[src/common/sad_pkg.sv]
package sad_pkg;

    localparam int SAMPLE_BITS     = 8;
    localparam int REF_SAMPLES_MAX = 32;

    // one adc sample, also one absolute difference
    typedef logic [SAMPLE_BITS-1:0] sample_t;

    // holds REF_SAMPLES_MAX differences of full scale
    typedef logic [$clog2(REF_SAMPLES_MAX*((1 << SAMPLE_BITS) - 1) + 1)-1:0] sad_sum_t;

    typedef logic [15:0] threshold_t;   // two register bytes

    // position within the window
    typedef logic [$clog2(REF_SAMPLES_MAX)-1:0] ref_index_t;

    typedef logic [7:0] reg_addr_t;
    typedef logic [7:0] reg_byte_t;

    typedef enum logic [1:0] {
        S_IDLE,
        S_INITIALIZING,
        S_RUNNING,
        S_FLUSH
    } sad_state_e;

    // register map
    localparam reg_addr_t ADDR_REFERENCE         = 8'h30;
    localparam reg_addr_t ADDR_THRESHOLD         = 8'h31;
    localparam reg_addr_t ADDR_STATUS            = 8'h32;  // bit 0 triggered, write clears
    localparam reg_addr_t ADDR_BITS_PER_SAMPLE   = 8'h33;  // read only
    localparam reg_addr_t ADDR_REF_SAMPLES       = 8'h34;  // read only
    localparam reg_addr_t ADDR_MULTIPLE_TRIGGERS = 8'h35;

endpackage

[src/hw/sad_control.sv]
`timescale 1ns/1ps

module sad_control import sad_pkg::*; #(
    parameter int ref_samples = 32
) (
    input  logic                   adc_sampleclk,
    input  logic                   reset,
    input  logic                   armed_and_ready,
    input  logic                   active,
    input  logic                   multiple_triggers,
    input  logic                   status_clear,
    input  logic                   window_match,
    output logic [ref_samples-1:0] lane_enable,
    output logic                   trigger,
    output logic                   triggered
);

    localparam ref_index_t LAST_LANE = ref_index_t'(ref_samples - 1);

    sad_state_e state;
    ref_index_t start_cnt;  // next lane to start

    always_ff @(posedge adc_sampleclk) begin
        if (reset) begin
            state       <= S_IDLE;
            start_cnt   <= '0;
            lane_enable <= '0;
            trigger     <= 1'b0;
        end else begin
            trigger <= 1'b0;
            case (state)
                S_IDLE: begin
                    start_cnt   <= '0;
                    lane_enable <= '0;
                    if (armed_and_ready && active)
                        state <= S_INITIALIZING;
                end

                // lanes start one per cycle, each one sample later than the last
                S_INITIALIZING: begin
                    lane_enable[start_cnt] <= 1'b1;
                    start_cnt <= start_cnt + 1'b1;
                    if (start_cnt == LAST_LANE)
                        state <= S_RUNNING;
                end

                S_RUNNING: begin
                    if (!active) begin
                        lane_enable <= '0;
                        state       <= S_FLUSH;
                    end else if (armed_and_ready && window_match) begin
                        trigger <= 1'b1;
                        if (!multiple_triggers) begin  // single shot, stop here
                            lane_enable <= '0;
                            state       <= S_FLUSH;
                        end
                    end
                end

                S_FLUSH: begin
                    lane_enable <= '0;
                    // wait for rearm or a status clear
                    if (!armed_and_ready || status_clear)
                        state <= S_IDLE;
                end

                default: state <= S_IDLE;
            endcase
        end
    end

    // sticky until software writes the status register
    always_ff @(posedge adc_sampleclk) begin
        if (reset)
            triggered <= 1'b0;
        else if (status_clear)
            triggered <= 1'b0;
        else if (trigger)
            triggered <= 1'b1;
    end

endmodule

[config.mk]
export PLATFORM = sky130hd
export DESIGN_NAME = sad_control
export DESIGN_NICKNAME = d
export VERILOG_FILES = /design/src/common/sad_pkg.sv /design/src/hw/sad_control.sv
export SDC_FILE = /design/constraint.sdc
export NUM_CORES = 1
export LEC_CHECK = 0
export BUFFER_PORTS_ARGS = -buffer_cell sky130_fd_sc_hd__clkbuf_2
export CORE_ASPECT_RATIO = 0.8
export CORE_MARGIN = 8
export CORE_UTILIZATION = 52
export DETAILED_ROUTE_END_ITERATION = 6
export PLACE_DENSITY = 0.78
export RECOVER_POWER = 25
export REMOVE_ABC_BUFFERS = 1
export SLEW_MARGIN = 20
export SYNTH_ARGS = -nofsm -noshare
export SYNTH_HDL_FRONTEND = slang
export SYNTH_SLANG_ARGS = --single-unit
[constraint.sdc]
create_clock -name adc_sampleclk -period 2.1 [get_ports adc_sampleclk]
set_input_delay 0.42 -clock adc_sampleclk [delete_from_list [all_inputs] [get_ports adc_sampleclk]]
set_output_delay 0.42 -clock adc_sampleclk [all_outputs]
set_load 0.02 [all_outputs]
## After elaboration in Yosys (flattened, before gate mapping)

Cells that the tools add are included.

- Add/sub/neg operators: 1
- $lt $le $gt $ge: 2
- Equality and inequality tests: 9
- Multiplexer cells: 15
- Bitwise logic cells: 3
- Reductions and logical operators: 12

Operators by type and width:

| cell | number |
|---|---|
| 32-bit 2-to-1 mux | 3 |
| 32-bit one-hot mux with 3 select lines | 1 |
| 32-bit bitwise OR | 1 |
| 2-bit 2-to-1 mux | 6 |
| 5-bit one-hot mux with 2 select lines | 1 |
| 2-bit one-hot mux with 4 select lines | 1 |
| 5-bit by 6-bit less-than comparator with 1-bit output (second input constant) | 1 |
| 2-bit != test (second input constant) | 3 |
| 3-bit != test (second input constant) | 2 |
| 5-bit by 1-bit adder with 5-bit output (second input constant) | 1 |
| 1-bit demux with 5-bit select | 1 |
| 5-bit == test (second input constant) | 1 |
| 5-bit by 1-bit >= comparator with 1-bit output (second input constant) | 1 |
| 5-bit AND reduction | 1 |
| 2-bit == test (second input constant) | 2 |
| 2-bit OR reduction | 2 |
| 1-bit logical AND | 3 |
| 3-bit OR reduction | 1 |
| 2-bit by 1-bit == test with 1-bit output (second input constant) | 1 |
| 2-bit logical NOT | 1 |
| 1-bit 2-to-1 mux | 2 |
| 1-bit NOT | 2 |
| 2-bit AND reduction | 1 |
| 2-bit nonzero test | 1 |
| 2 further kinds | 2 |

- Register bits: 41
- Input port bits: 7
- Output and inout port bits: 34
- Word-level logic and storage cells: 47

## Logic depth before layout (Yosys ltp)

- Word-level depth: 6
- Depth in mapped cells: 9
- Gate-level depth less buffers: 7

## Least setup slack after synthesis

OpenSTA, ideal clock, no wires.

- Path type: reg-to-reg
- From: reg start_cnt[0]
- To: reg state[0]
- Setup time: 0.086 ns
- Data arrival time: 1.427 ns
- Data required time: 2.014 ns
- Setup slack: 0.587 ns
- Stages on the path, launching flop included: 8
- Path buffers: 0
- Clock period less this slack: 1.513 ns
- Path through: dfxtp_1 -> ha_1 -> and3_1 -> ha_1 -> nor2b_1 -> a21oi_1 -> and3_1 -> a211oi_1

- Cells in the longest elaborated chain, start to end: 3

RTL lines:

| item | line | source |
|---|---|---|
| from (decl) | sad_control.sv:21 | `ref_index_t start_cnt;` |
| from (signal assigned) | sad_control.sv:42 | `start_cnt <= start_cnt + 1'b1;` |
| 5-bit == test | sad_control.sv:43 | `if (start_cnt == LAST_LANE)` |
| 2-bit != test (no line) | - |  |
| 5-bit AND reduction (no line) | - |  |
| to (signal assigned) | sad_control.sv:44 | `state <= S_RUNNING;` |
| to (signal assigned) | sad_control.sv:50 | `state <= S_FLUSH;` |
| to (signal assigned) | sad_control.sv:55 | `state <= S_FLUSH;` |
| to (decl) | sad_control.sv:20 | `sad_state_e state;` |

Every way passes these cells.
A chain may end at the register's enable or synchronous reset.

## Worst setup path after layout

- From: reg state[0]
- To: reg lane_enable[19]

- Cells in the longest elaborated chain, start to end: 3

RTL lines:

| item | line | source |
|---|---|---|
| from (signal assigned) | sad_control.sv:25 | `state <= S_IDLE;` |
| from (signal assigned) | sad_control.sv:36 | `state <= S_INITIALIZING;` |
| from (signal assigned) | sad_control.sv:44 |  |
| 2-bit == test or 2-bit logical NOT (tied branches) | sad_control.sv:31 | `case (state)` |
| 2-bit OR reduction (no line) or 3-bit != test (tied branches) | - |  |
| 32-bit one-hot mux with 3 select lines or 2-bit AND reduction (tied branches) | - |  |
| to (signal assigned) | sad_control.sv:27 | `lane_enable <= '0;` |
| to (signal assigned) | sad_control.sv:34 | `lane_enable <= '0;` |
| to (signal, indexed assignment) | sad_control.sv:41 | `lane_enable[start_cnt] <= 1'b1;` |
| to (decl) | sad_control.sv:13 | `output logic [ref_samples-1:0] lane_enable,` |

Several ways; a longest one is shown, not always the timed one.

==> qor.yml <==
period_share: 0.810
clockPowerShare: 0.333
cts_num_sinks: 41
root_buffer: "clkbuf_8"
core_um2: 3090
fin_skew_ps: 6.60
cp_cell_sequence: "inv_1, ha_1, and2_2, a21boi_2, a21oi_1, nor2_1"
grt_pass1_wl_um: 6170
top_level_ports: 41
synth-simple-area-share: 0.208
irDropWorstVdd_v: 0.000723
rrSetupSlack_ps: 400
maxSlewViolCount: 0
synth-seq-area-share: 0.492
r2r-start: "state[0]"
drt_pass1_iterations: 6
grt_max_degree: 33
pwr-share-comb: 0.242
reg2regPathDepth: 6
diodes: 0
worstHoldEndpoint: "triggered"
n_fill_cell: 284
min_path_cells: 2
worst_setup_path_end_kind: "flop"
path_clk_slew_ps: 80
path_class: "flop to flop"
swShare: 0.314
period_minus_slack_ps: 1700
cpPeakStageDelay_ps: 460
slew-limit-headroom: 0.646
area_growth_pct: 17.2
rows: 18
synth_xor_area_frac: 0
drive_above_1_share: 0.237
worstMarginPinSlew_ps: 528
wl_per_cell_um: 14.2
grt_remaining_overflow: 0
cts_buffers: 5
post_cts_buffers: 0
route.detailed.drc: 0
worst_slack_ps: 399
drtIter0Drc: 105
ys_types: 28
r2r_end: "lane_enable[19]"
synth_top_family_by_area: "simple AND/OR/NAND/NOR gates"
vias: 1337
p_seq_frac: 0.425
setup_tns_ps: 0
die_area_um2: 5290
stdcell_area_um2: 1960
antenna_found_initial: 0
synth_cells: 179
ff_latch_area_um2: 821
cp_top_family: "compound AO/OA/AOI/OAI gates"
avgViaCountPerCell: 5.16
path_max_fanout: 8
netlist_top_cells_area: "dfxtp_1, a21oi_1, ha_1"
drv_cap: 0
rsz0062_at_grt: "false"
wl_met1_um: 1820
multi_input_area_um2: 751
p_leak_nw: 0.758
io_buffers: 40
yosys_warnings: 0
hpwl_um: 2520
p_int_mw: 1.37
cp_slowest_cell: "a21boi_2"
synth-adder-area-share: 0.0675
antenna_left: 0
synth-seq-cells: 41
path_buf_inv: 1
grt_util_all_layers: 0.148
critPathLaunchType: "flop"
cts_resized: 0
final_common_cell: "dfxtp_1"
top_layer: "met4"
synth_compound_area_frac: 0.169
cp.arrival_ps: 1940
totalWireLength_um: 3680
final_nets: 234
wl_met3_um: 294
muxShareOfSynthArea: 0.00600
dieHeight_um: 66.7
clk_path_buf_depth: 2
clkLatencyLatePin_ps: 300
place_area_um2: 1860
outcome: "finished, final reports clean"
first_global_vias: 1295
pwr_density_cell_nw_per_um2: 1020
finalSetupViolCount: 0
synth_area_per_cell_um2: 9.32
dieWidth_um: 79.3
wl_met2_um: 1510
fmax_mhz: 588
min_from: "status_clear"
netlist.area_leader.share: 0.492
cts_tree: "built"
synth_largest_area_cell: "dfxtp_1"
pre_cts_ws_ps: 431
cts_htree_levels: 2
hold_class: "primary input to flop"
finalHoldViolCount: 0
gp_congestion: 0.822
syn-cell-area_um2: 1670
cts_hold_buf: 0
required_ps: 2340
final_cell_mix: "dfxtp_1, a21oi_1, nor2_1"
start_util: 0.541
p_switching_mw: 0.627
## per-stage QoR
step	power [mW]	hold WS, ps	utilization	cells
after floorplan	1.19	489	-	170
after global routing	2.09	299	0.634	259
after detailed placement	1.34	452	0.602	251
after CTS	2.00	288	0.641	259
after global placement	1.34	449	0.602	251
final	1.99	291	0.634	259
## area by class of cell
class | instances | share of cell area
well taps | 40 | 0.0256
flip-flops and latches | 41 | 0.419
clock inverters | 2 | 0.0192
repair buffers | 41 | 0.102
multi-input cells | 125 | 0.384
clock buffers | 6 | 0.0422
inverters | 4 | 0.00767
## power groups by stage
stage | registers, mW | clock network (mW) | logic, mW
after floorplan | 0.868 | 0 | 0.324
after global placement | 0.863 | 0 | 0.477
after detailed placement | 0.864 | 0 | 0.478
after CTS | 0.847 | 0.671 | 0.480
after global routing | 0.853 | 0.710 | 0.528
final | 0.848 | 0.665 | 0.482
## metal layers
| metal | GRT usage | vias up |
|---|---|---|
| met2 | 0.211 | 42 |
| met3 | 0.0632 | 8 |
| met4 | 0.0691 | 0 |
| met5 | 0 | - |
| met1 | 0.187 | 601 |
| li1 | - | 686 |
## worst max-delay path by stage
stage | startpoint | to | slack [ps] | depth (start not counted)
final | state[0] | lane_enable[19] | 400 | 6
after global placement | state[0] | lane_enable[11] | 460 | 6
after global routing | state[0] | lane_enable[19] | 240 | 6
after floorplan | state[0] | lane_enable[0] | 170 | 6
after CTS | state[0] | lane_enable[19] | 420 | 6
after detailed placement | start_cnt[0] | state[0] | 430 | 7
## sequential cells by signal, indices dropped and copies added, names as in the netlist
| register | count |
|---|---|
| lane_enable | 32 |
| triggered | 1 |
| state | 2 |
| trigger | 1 |
| start_cnt | 5 |
## cell families (layout without fill, tap and decap cells)
logic type               Yosys count  count (layout)
AND/OR/NAND/NOR                   66              66
buffers and inverters             13              53
AO/OA/AOI/OAI                     49              49
adder cells (fa/ha/maj)            9               9
multiplexers                       1               1
flip-flops                        41              41
## cells in the mapped netlist
master,count
a31oi_1,1
or2_1,1
buf_8,1
dfxtp_1,41
and3_1,3
mux2i_1,1
a21boi_2,4
and2_2,1
nand3_1,2
and3b_1,2
buf_6,5
o21ai_0,2
nand4_1,1
nand2_1,3
nor3b_1,4
nor3_1,4
nand3b_2,1
clkbuf_1,3
nand3b_1,2
a31o_2,1
ha_1,9
a211oi_1,1
inv_1,4
nor2b_1,2
nor2_2,12
a41oi_1,1
nor2_1,28
a21oi_1,39
No activity file was read; power rests on OpenSTA's default activity.
