**src/common/sad_pkg.sv**
```systemverilog
package sad_pkg;

    localparam int SAMPLE_BITS     = 8;
    localparam int REF_SAMPLES_MAX = 32;

    // one adc sample, also one absolute difference
    typedef logic [SAMPLE_BITS-1:0] sample_t;

    // holds REF_SAMPLES_MAX differences of full scale
    typedef logic [$clog2(REF_SAMPLES_MAX*((1 << SAMPLE_BITS) - 1) + 1)-1:0] sad_sum_t;

    typedef logic [15:0] threshold_t;   // two register bytes

    // position within the window
    typedef logic [$clog2(REF_SAMPLES_MAX)-1:0] ref_index_t;

    typedef logic [7:0] reg_addr_t;
    typedef logic [7:0] reg_byte_t;

    typedef enum logic [1:0] {
        S_IDLE,
        S_INITIALIZING,
        S_RUNNING,
        S_FLUSH
    } sad_state_e;

    // register map
    localparam reg_addr_t ADDR_REFERENCE         = 8'h30;
    localparam reg_addr_t ADDR_THRESHOLD         = 8'h31;
    localparam reg_addr_t ADDR_STATUS            = 8'h32;  // bit 0 triggered, write clears
    localparam reg_addr_t ADDR_BITS_PER_SAMPLE   = 8'h33;  // read only
    localparam reg_addr_t ADDR_REF_SAMPLES       = 8'h34;  // read only
    localparam reg_addr_t ADDR_MULTIPLE_TRIGGERS = 8'h35;

endpackage

```
**src/hw/sad_regs.sv**
```systemverilog
`timescale 1ns/1ps

module sad_regs import sad_pkg::*; #(
    parameter int ref_samples = 32
) (
    input  logic                              adc_sampleclk,
    input  logic                              reset,
    input  reg_addr_t                         reg_address,
    input  logic [6:0]                        reg_bytecnt,
    input  reg_byte_t                         reg_datai,
    input  logic                              reg_read,
    input  logic                              reg_write,
    output reg_byte_t                         reg_datao,
    output sample_t [REF_SAMPLES_MAX-1:0]     reference_flat,
    output threshold_t                        threshold,
    output logic                              multiple_triggers,
    output logic                              status_clear,
    input  logic                              triggered
);

    logic ref_byte_ok;
    logic thr_byte_ok;

    // one byte per reference sample, two threshold bytes
    assign ref_byte_ok = (reg_bytecnt < ref_samples);
    assign thr_byte_ok = (reg_bytecnt < 7'd2);

    always_ff @(posedge adc_sampleclk) begin
        if (reset) begin
            reference_flat    <= '0;
            threshold         <= '0;
            multiple_triggers <= 1'b0;
            status_clear      <= 1'b0;
        end else begin
            status_clear <= reg_write && (reg_address == ADDR_STATUS);
            if (reg_write) begin
                case (reg_address)
                    ADDR_REFERENCE: begin
                        if (ref_byte_ok)
                            reference_flat[ref_index_t'(reg_bytecnt)] <= reg_datai;
                    end
                    ADDR_THRESHOLD: begin
                        if (thr_byte_ok)
                            threshold[8*reg_bytecnt[0] +: 8] <= reg_datai;
                    end
                    ADDR_MULTIPLE_TRIGGERS: multiple_triggers <= reg_datai[0];
                    default: ;
                endcase
            end
        end
    end

    // read mux, zero when no read is in progress
    always_comb begin
        reg_datao = '0;
        if (reg_read) begin
            case (reg_address)
                ADDR_REFERENCE: begin
                    if (ref_byte_ok)
                        reg_datao = reference_flat[ref_index_t'(reg_bytecnt)];
                end
                ADDR_THRESHOLD: begin
                    if (thr_byte_ok)
                        reg_datao = threshold[8*reg_bytecnt[0] +: 8];
                end
                ADDR_STATUS:            reg_datao = {7'b0, triggered};
                ADDR_BITS_PER_SAMPLE:   reg_datao = reg_byte_t'(SAMPLE_BITS);
                ADDR_REF_SAMPLES:       reg_datao = reg_byte_t'(ref_samples);
                ADDR_MULTIPLE_TRIGGERS: reg_datao = {7'b0, multiple_triggers};
                default:                reg_datao = '0;
            endcase
        end
    end

endmodule

```
**config.mk**
```make
export PLATFORM = sky130hd
export DESIGN_NAME = sad_regs
export DESIGN_NICKNAME = d
export VERILOG_FILES = /design/src/common/sad_pkg.sv /design/src/hw/sad_regs.sv
export SDC_FILE = /design/constraint.sdc
export NUM_CORES = 1
export LEC_CHECK = 0
export BUFFER_PORTS_ARGS = -buffer_cell sky130_fd_sc_hd__buf_2
export CAP_MARGIN = 25
export CORE_MARGIN = 2
export CORE_UTILIZATION = 54
export DETAILED_ROUTE_END_ITERATION = 12
export PLACE_DENSITY = 0.82
export SETUP_SLACK_MARGIN = 0.02
export SLEW_MARGIN = 5
export SYNTH_ARGS = -nofsm -noshare
export SYNTH_HDL_FRONTEND = slang
export SYNTH_SLANG_ARGS = --single-unit
```
**constraint.sdc**
```tcl
create_clock -name adc_sampleclk -period 2.55 [get_ports adc_sampleclk]
set_clock_uncertainty 0.15 [all_clocks]
set_input_delay 0.255 -clock adc_sampleclk [delete_from_list [all_inputs] [get_ports adc_sampleclk]]
set_output_delay 0.255 -clock adc_sampleclk [all_outputs]
set_load 0.1 [all_outputs]
```
==> Word level (Yosys, flattened, before mapping) <==
Cells that the tools add are included.
{ "word_totals": {"inputBits": 28, "regBits": 274, "word_cells": 64} }
{ "classes": {"n_mux": 10, "n_shift": 3, "n_addsub": 1, "reduce_logical": 5, "n_eq_ne": 6, "n_lt_le_gt_ge": 4} }
{ "op_table": {"columns": ["operator", "count"], "rows": [
  ["$bwmux 256", 1],
  ["$eq 8x6->1 const B", 6],
  ["$pmux 8 s6", 1],
  ["$bmux 8 s5", 1],
  ["$demux 8 s5", 1],
  ["$mux 8", 5],
  ["$neg 4->34", 1],
  ["$shift 8x34->16 const A", 1],
  ["$shiftx 8x34->16", 1],
  ["$bwmux 16", 1],
  ["$shiftx 16x5->8", 1],
  ["$lt 7x2->1 const B", 1],
  ["$lt 7x6->1 const B", 1],
  ["$lt 5x6->1 const B", 1],
  ["$reduce_and 3->1", 2],
  ["$ge 5x1->1 const B", 1],
  ["$logic_and 1x1->1", 2],
  ["$reduce_and 2->1", 1]
]} }

==> Depth between registers and ports, before layout <==
Gate-level depths: netlist (run 1).
{ "depth": {"depth_word": 5, "depth_mapped": 8, "mapped_depth_nobuf": 5} }

==> Least setup slack after synthesis (run 1) <==
No wires, ideal clock.
{ "synth_timing": {"kind": "input -> output", "from": "input port reg_address[2]", "to": "output port reg_datao[0]", "t_required_ns": 2.145, "stages": 5, "setup_slack_ns": -1.526, "t_arrival_ns": 3.671, "n_path_buf": 0, "cell_sequence": "or4_4 or2_1 nor4_1 a22oi_1 o21ai_0"} }
{ "synth_via": {"elab_chain_cells": 3, "word_cells_on_any_way": 8} }
{ "synth_lines": {"columns": ["item", "line", "source"], "rows": [
  ["start, declared", "sad_regs.sv:8", "input reg_addr_t reg_address,"],
  ["$eq 8x6->1", "sad_regs.sv:57", "case (reg_address)"],
  ["$pmux 8 s6 *", "sad_regs.sv:57", null],
  ["$mux 8 *", "sad_regs.sv:56", "if (reg_read) begin"],
  ["end, declared", "sad_regs.sv:13", "output reg_byte_t reg_datao,"]
]} }
Mark *: on every way between the ends. The rest lies on a longest branch, timed or not.

==> Final worst setup path (run 1) <==
{ "layout_timing": {"from": "register reference_flat[56] (netlist bit)", "to": "output port reg_datao[0]"} }
{ "layout_via": {"elab_chain_cells": 5} }
{ "layout_lines": {"columns": ["item", "line", "source"], "rows": [
  ["start, declared", "sad_regs.sv:14", "output sample_t [REF_SAMPLES_MAX-1:0] reference_flat,"],
  ["start signal, assigned by index", "sad_regs.sv:40", "reference_flat[ref_index_t'(reg_bytecnt)] <= reg_datai;"],
  ["$bmux 8 s5", "sad_regs.sv:60", "reg_datao = reference_flat[ref_index_t'(reg_bytecnt)];"],
  ["$mux 8 (implied by the code)", "sad_regs.sv:60", null],
  ["$mux 8", "sad_regs.sv:59", "if (ref_byte_ok)"],
  ["$pmux 8 s6", "sad_regs.sv:57", null],
  ["$mux 8", "sad_regs.sv:56", null]
]} }
No other way between the ends. The select of a mux whose other input is x is not followed.

==> results of run 1 <==
-- metrics by stage --
stage | setup slack [ns] | util | cells | power (mW)
after floorplan | -0.174 | - | 1255 | 4.67
after global placement | -0.132 | 0.664 | 1886 | 4.84
after detailed placement | -0.153 | 0.664 | 1886 | 4.84
after CTS | -0.0706 | 0.719 | 1944 | 9.12
after global routing | -0.0941 | 0.728 | 1946 | 9.34
final | -0.0794 | 0.728 | 1946 | 9.14
-- routing by layer --
metal	up-vias	GRT usage
li1	5135	-
met1	5663	0.445
met2	639	0.593
met3	132	0.0586
met4	0	0.140
met5	-	0
-- flip-flops by register name (all words and copies together), names as in the netlist --
register / count
threshold: 16
multiple_triggers: 1
status_clear: 1
reference_flat: 256
-- repair_timing --
action / in CTS / in global routing
resized for setup: 53 / 45
setup endpoints to repair: 8 / 8
setup buffers: 4 / 1
hold endpoints to repair: 1 / 0
cloned: 0 / 1
pin swaps: 13 / 21
hold buffers: 2 / 0
-- cells by family (layout without fill, tap and decap cells) --
logic type | count (synthesis) | in the layout | share of synthesized area
compound gates | 77 | 77 | 0.0392
buf+inv | 112 | 484 | 0.0393
mux | 409 | 409 | 0.322
flops | 274 | 274 | 0.431
simple gates | 383 | 383 | 0.169
-- power by group through the flow --
stage / sequential [mW] / clock (mW) / combinational (mW)
after global routing: 4.28 / 4.54 / 0.527
after floorplan: 4.38 / 0 / 0.295
after CTS: 4.28 / 4.36 / 0.482
final: 4.28 / 4.36 / 0.509
after global placement: 4.38 / 0 / 0.461
after detailed placement: 4.38 / 0 / 0.466
-- path summary, 6_finish.rpt --
check             cells past startpoint  slack (ns)                            start                               end
hold reg to reg                       2        0.36  reference_flat[18]$_SDFFE_PP0P_   reference_flat[18]$_SDFFE_PP0P_
setup reg to reg                      2        1.62  reference_flat[12]$_SDFFE_PP0P_   reference_flat[12]$_SDFFE_PP0P_
setup / recovery                      6       -0.08  reference_flat[56]$_SDFFE_PP0P_                      reg_datao[0]
hold / removal                        2       0.002                            reset  reference_flat[150]$_SDFFE_PP0P_
-- layout by cell type, fill, tap and decap left out, types with 3 or more instances in the layout --
master     synthesis  routed
dfxtp_2            0      20
or4b_4             0       4
buf_4              3     103
nor2_1           277     277
o22ai_1           65      53
buf_6              0       8
dfxtp_1          274     254
nand2_1           12       8
o2bb2ai_4          0       7
mux2i_4            0       4
nand3_4           30      30
nand4b_1           6       6
mux2i_2            0      19
buf_12             0      19
mux2_2             3       3
clkbuf_16          0      30
o22ai_2            0       9
nand2_4            0       3
buf_2             26     296
o22ai_4            0       3
nor4_4             0       3
nand4bb_1          7       7
clkbuf_1          72       5
clkinv_2           0       6
bufinv_16          0       3
nor4_2             1       8
nor4_1            16       6
mux2i_1          406     383
clkbuf_8           0       8
or4_4              2       4
nor3b_2            3       3
-- cell type report --
class | instances | share of cell area
tap | 319 | 0.0235
timing repair buffer | 431 | 0.165
sequential | 274 | 0.324
multi-input combinational | 869 | 0.429
clock inverter | 11 | 0.00802
clock buffer | 42 | 0.0503
==> summary.md, run 1 <==
| Metric | Value |
|---|---|
| Outcome | `complete, but fails checks` |
| Violated checks | `negative setup slack` |
| Number of library cell types mapped by synthesis | `43` |
| Post-synthesis instance area | `12700 um2` |
| Routed length on met1 | `18000 um` |
| Net Sw Power | `2.07 mW` |
| Number of antenna violations at the first check in global routing | `0` |
| Clock latency at the later pin of the worst-skew pair | `0.54 ns` |
| Root Buffer | `clkbuf_16` |
| Cell repeated most along the worst path | `o21ai_4` |
| Worst slew margin relative to its limit | `0.384` |
| Number of buffer and inverter stages on the critical path | `1` |
| Kind of cell with the highest combined delay on the critical path | `simple AND/OR/NAND/NOR gates` |
| Share of async-settable or async-resettable flops after synthesis | `0` |
| Portion of total power attributed to combinational logic | `0.056` |
| Grt ovf | `0` |
| F_max | `380 MHz` |
| Pleak | `9.17 nW` |
| Worst min-delay path class | `in2reg` |
| Sequential area share after synthesis | `0.431` |
| Met2 WL post-DR | `21600 um` |
| Die Span Y | `158 um` |
| Maximum capacitance violations | `0` |
| Critical Path Source Type | `flip-flop` |
| Cell-by-cell listing of the critical path | `mux2i_2, o22ai_2, or4_4, o21ai_4, o21ai_4, buf_12` |
| Relative contribution of sequential cells to total power | `0.468` |
| Number of global-route vias before repair | `11100` |
| Post-synthesis sequential element count | `274` |
| Remaining antenna violation count | `0` |
| Max VDD drop | `0.000575 V` |
| Area of the placeable core | `23300 um2` |
| Unrepaired setup endpoints after global routing | `yes` |
| Pin count of the biggest net entering global routing | `70` |
| Routed via count | `11600` |
| Finished layout cell area | `17000 um2` |
| Final weighted congestion in routability-driven placement | `1.02` |
| Global-route wire length before repair | `66600 um` |
| Final clock period utilization by the worst path | `1.03` |
| Final setup viols | `5` |
| Library cell with the largest summed area after synthesis | `dfxtp_1` |
| Effective utilization at floorplan | `0.546` |
| Cell at the slowest stage of the critical path | `or4_4` |
| Setup tns final | `-0.186 ns` |
| Critical Path Max Stage Delay | `0.57 ns` |
| Total area of multi-input combinational cells | `7290 um2` |
| Register area | `5510 um2` |
| Antenna cells | `0` |
| Crit path max fanout | `3` |
| HPWL after DPL | `32000 um` |
| Crit. End Element | `output pin` |
| Share of layout cells above drive strength 1 | `0.373` |
| Length of routed met3 wiring | `3590 um` |
| Die width | `158 um` |
| Mean area per synthesized cell | `10.2 um2` |
| Hold Slack | `0.00244 ns` |
| Internal power | `7.08 mW` |
| Final routed wirelength across all metal layers | `45200 um` |
| Fraction of post-synthesis cell area in the top cell type by area | `0.431` |
| Number of H-tree levels | `1` |
| Placement-stage cell area | `15500 um2` |
| CTS tree | `done` |
| Number of rows in the core area | `56` |
| CTS Buf Count | `29` |
| Detailed router's first-iteration violation count | `1010` |
| Worst Setup Path Type | `reg2out` |
| Count of warnings emitted by yosys | `0` |
| Number of filler cells placed in the layout | `1609` |
| Net count reported at finish | `1633` |
| Dominant cell by count in the synthesized netlist | `mux2i_1` |
| Pin slew with the least headroom to its limit | `0.924 ns` |
| Uppermost routed layer | `met4` |
| Number of buffers inserted by port buffering | `309` |
| Final slew viol count | `0` |
| Number of nets produced by synthesis | `1283` |
| Number of enable-type register cells in the synthesized netlist | `0` |
| Total power divided by cell area | `538 nW/um2` |
| Main area contributors after synthesis | `dfxtp_1 (43%), mux2i_1 (32%), nor2_1 (8.2%), nand3_4 (4.1%), o22ai_1 (3.2%)` |
| Final hold vios | `0` |
| Combined global-route utilization of all metal layers | `0.350` |
| Mean number of vias per cell | `5.95` |
| Clock net sink count | `274` |
| Number of instances in the synthesized netlist | `1255` |
| Synth Flop Type | `dfxtp_1` |
| PnR worst setup slack | `-0.0794 ns` |
| Min Tclk post-route | `2.63 ns` |
| Worst-path clk slew | `0.06 ns` |
| Worst EP required | `2.14 ns` |
| Mean routed wirelength per cell | `23.2 um` |
| Clock network fraction of total power | `0.476` |
| Drt drc | `0` |
| Net switching share of the total power | `0.226` |
| List of most frequent post-synthesis cells | `mux2i_1 (406), nor2_1 (277), dfxtp_1 (274), clkbuf_1 (72), o22ai_1 (65)` |
| Arrival time reported for the critical path endpoint | `2.22 ns` |
| Count of TritonRoute iterations in the first routing pass | `6` |
| Top-level I/O count | `310` |
| Number of buffers on the longest clock path | `3` |
| Signed area change from the synthesized netlist to the final layout | `33.4%` |
| Die outline area | `24800 um2` |
No activity file was read; power rests on OpenSTA's default activity.
==> run 2, diff against run 1 <==
MAX_ROUTING_LAYER = met4   (was not set)
==> summary.md, run 2 (synthesized netlist as in run 1, its figures left out) <==
| Metric | Value |
|---|---|
| Signed area change from the synthesized netlist to the final layout | `32.9%` |
| Number of cells on the worst hold path | `2` |
| Crit path max fanout | `21` |
| Final standard cell count with taps included and fillers excluded | `1940` |
| Final weighted congestion in routability-driven placement | `0.986` |
| Number of buffers on the longest clock path | `3` |
| Final setup viols | `2` |
| Worst Setup Path Type | `in2out` |
| Top library cells by usage in the layout, fill and taps aside | `mux2i_1 (379), buf_2 (296), nor2_1 (277), dfxtp_1 (248), buf_4 (102)` |
| End point of the critical path | `reg_datao[1]` |
| Number of buffers inserted by port buffering | `309` |
| GR Layer Usage met1 | `0.450` |
| Worst EP required | `2.14 ns` |
| Number of global-route vias before repair | `10900` |
| Mean routed wirelength per cell | `23.5 um` |
| Final slew viol count | `0` |
| CTS tree | `done` |
| Die width | `158 um` |
| Drt drc | `0` |
| Pin count of the biggest net entering global routing | `76` |
| Antenna cells | `0` |
| Violated checks | `negative setup slack` |
| Utilization after layout | `0.726` |
| Arrival time reported for the critical path endpoint | `2.28 ns` |
| Final hold vios | `0` |
| F_max | `373 MHz` |
| Global-route wire length before repair | `65800 um` |
| Top-level I/O count | `310` |
| Met2 layer usage reported by global route | `0.567` |
| Worst min-delay path class | `in2reg` |
| Net count reported at finish | `1631` |
| Effective utilization at floorplan | `0.546` |
| Mean number of vias per cell | `5.94` |
| Worst-path clk slew | `0.06 ns` |
| Number of rows in the core area | `56` |
| Commonest non-fill, non-tap cell in the layout | `mux2i_1` |
| Count of TritonRoute iterations in the first routing pass | `7` |
| Crit. End Element | `output pin` |
| Die Span Y | `158 um` |
| Routed via count | `11500` |
| Root Buffer | `clkbuf_16` |
| Critical Path Source Type | `primary input` |
| Grt ovf | `0` |
| GRT met3 Usage | `0.0613` |
| Total chip power | `8.82 mW` |
| Largest reg by FF count | `reference_flat` |
| Start point of the critical path | `reg_bytecnt[0]` |
| CTS Buf Count | `27` |
| Critical register-to-register path endpoint | `reference_flat[184]$_SDFFE_PP0P_` |
| HPWL after DPL | `32100 um` |
| Number of flip-flops in the largest register | `256` |
| Min Tclk post-route | `2.68 ns` |
| Worst Reg2Reg Path Length in Cells | `3` |
| Pleak | `9.10 nW` |
| Area of the placeable core | `23300 um2` |
| Share of layout cells above drive strength 1 | `0.379` |
| Register-to-register setup slack | `1.59 ns` |
| Clock latency at the later pin of the worst-skew pair | `0.53 ns` |
| Number of H-tree levels | `1` |
| Max VDD drop | `0.000613 V` |
| Number of antenna violations at the first check in global routing | `0` |
| Unrepaired setup endpoints after global routing | `yes` |
| Detailed router's first-iteration violation count | `1124` |
| Die outline area | `24800 um2` |
| Maximum capacitance violations | `0` |
| Largest registers in the final layout | `reference_flat: 256 flops, threshold: 16 flops` |
| Outcome | `complete, but fails checks` |
| Final routed wirelength across all metal layers | `45500 um` |
| Worst slew margin relative to its limit | `0.364` |
| Worst r2r src | `reference_flat[184]$_SDFFE_PP0P_` |
| Final clock period utilization by the worst path | `1.05` |
| DP Cell Count | `1885` |
| PnR worst setup slack | `-0.133 ns` |
| Top Usage Layer GRT | `met2` |
| Clock net sink count | `274` |
| Total power divided by cell area | `520 nW/um2` |
| Combined global-route utilization of all metal layers | `0.359` |
| Remaining antenna violation count | `0` |
| Pin slew with the least headroom to its limit | `0.953 ns` |
[run 2: worst min-delay path by stage]
| stage | start | endpoint |
|---|---|---|
| 5_1_grt | reset | reference_flat[45]$_SDFFE_PP0P_ |
| 6_report | reset | reference_flat[156]$_SDFFE_PP0P_ |
| 3_5_place_dp | reference_flat[182]$_SDFFE_PP0P_ | reference_flat[182]$_SDFFE_PP0P_ |
| 2_1_floorplan | reg_write | status_clear$_SDFF_PP0_ |
| 4_1_cts | reset | reference_flat[158]$_SDFFE_PP0P_ |
| 3_3_place_gp | reference_flat[168]$_SDFFE_PP0P_ | reference_flat[168]$_SDFFE_PP0P_ |
[run 2: layout make-up]
cell class | count | area [um2]
Clock buffer | 37 | 763
Clock inverter | 10 | 118
Fill cell | 1601 | 6390
Multi-Input combinational cell | 869 | 7310
Sequential cell | 274 | 5520
Tap cell | 319 | 399
Timing Repair Buffer | 431 | 2830
[run 2: report_power, final]
| group | switching [mW] | total (mW) | internal [mW] |
|---|---|---|---|
| logic | 0.335 | 0.513 | 0.178 |
| clock network | 1.73 | 4.02 | 2.29 |
| registers | 0.0000802 | 4.28 | 4.28 |
| total | 2.07 | 8.82 | 6.75 |
[run 2: worst max-delay path: stages]
cell and delay [ns]:
buf_6 0.17, buf_12 0.22, buf_4 0.17, mux2i_1 0.30, buf_4 0.17, o22ai_1 0.07, nor4_1 0.30, nand2_1 0.20
o2bb2ai_4 0.21, buf_12 0.18
[run 2: metal layers]
metal,up-vias,wire length (um)
li1,5124,-
met1,5635,17900
met2,616,21100
met3,154,3940
met4,0,2570
met5,-,0
[run 2: timing repair]
item,4_1_cts,5_1_grt
gates resized for setup,73,35
endpoints found under the setup margin,7,8
hold buffers,2,0
setup buffers,5,3
endpoints found under the hold margin,1,0
pin swaps,23,12
[run 2: metrics by stage]
stage	worst slack, ns	setup TNS [ns]	area (um2)	hold WS, ns
5_1_grt	-0.103	-0.438	16900	0.0678
3_5_place_dp	-0.141	-0.425	15500	0.357
6_report	-0.133	-0.195	16900	0.0549
4_1_cts	-0.0391	-0.0713	16800	0.0532
2_1_floorplan	-0.174	-0.889	12900	0.224
3_3_place_gp	-0.105	-0.386	15500	0.343
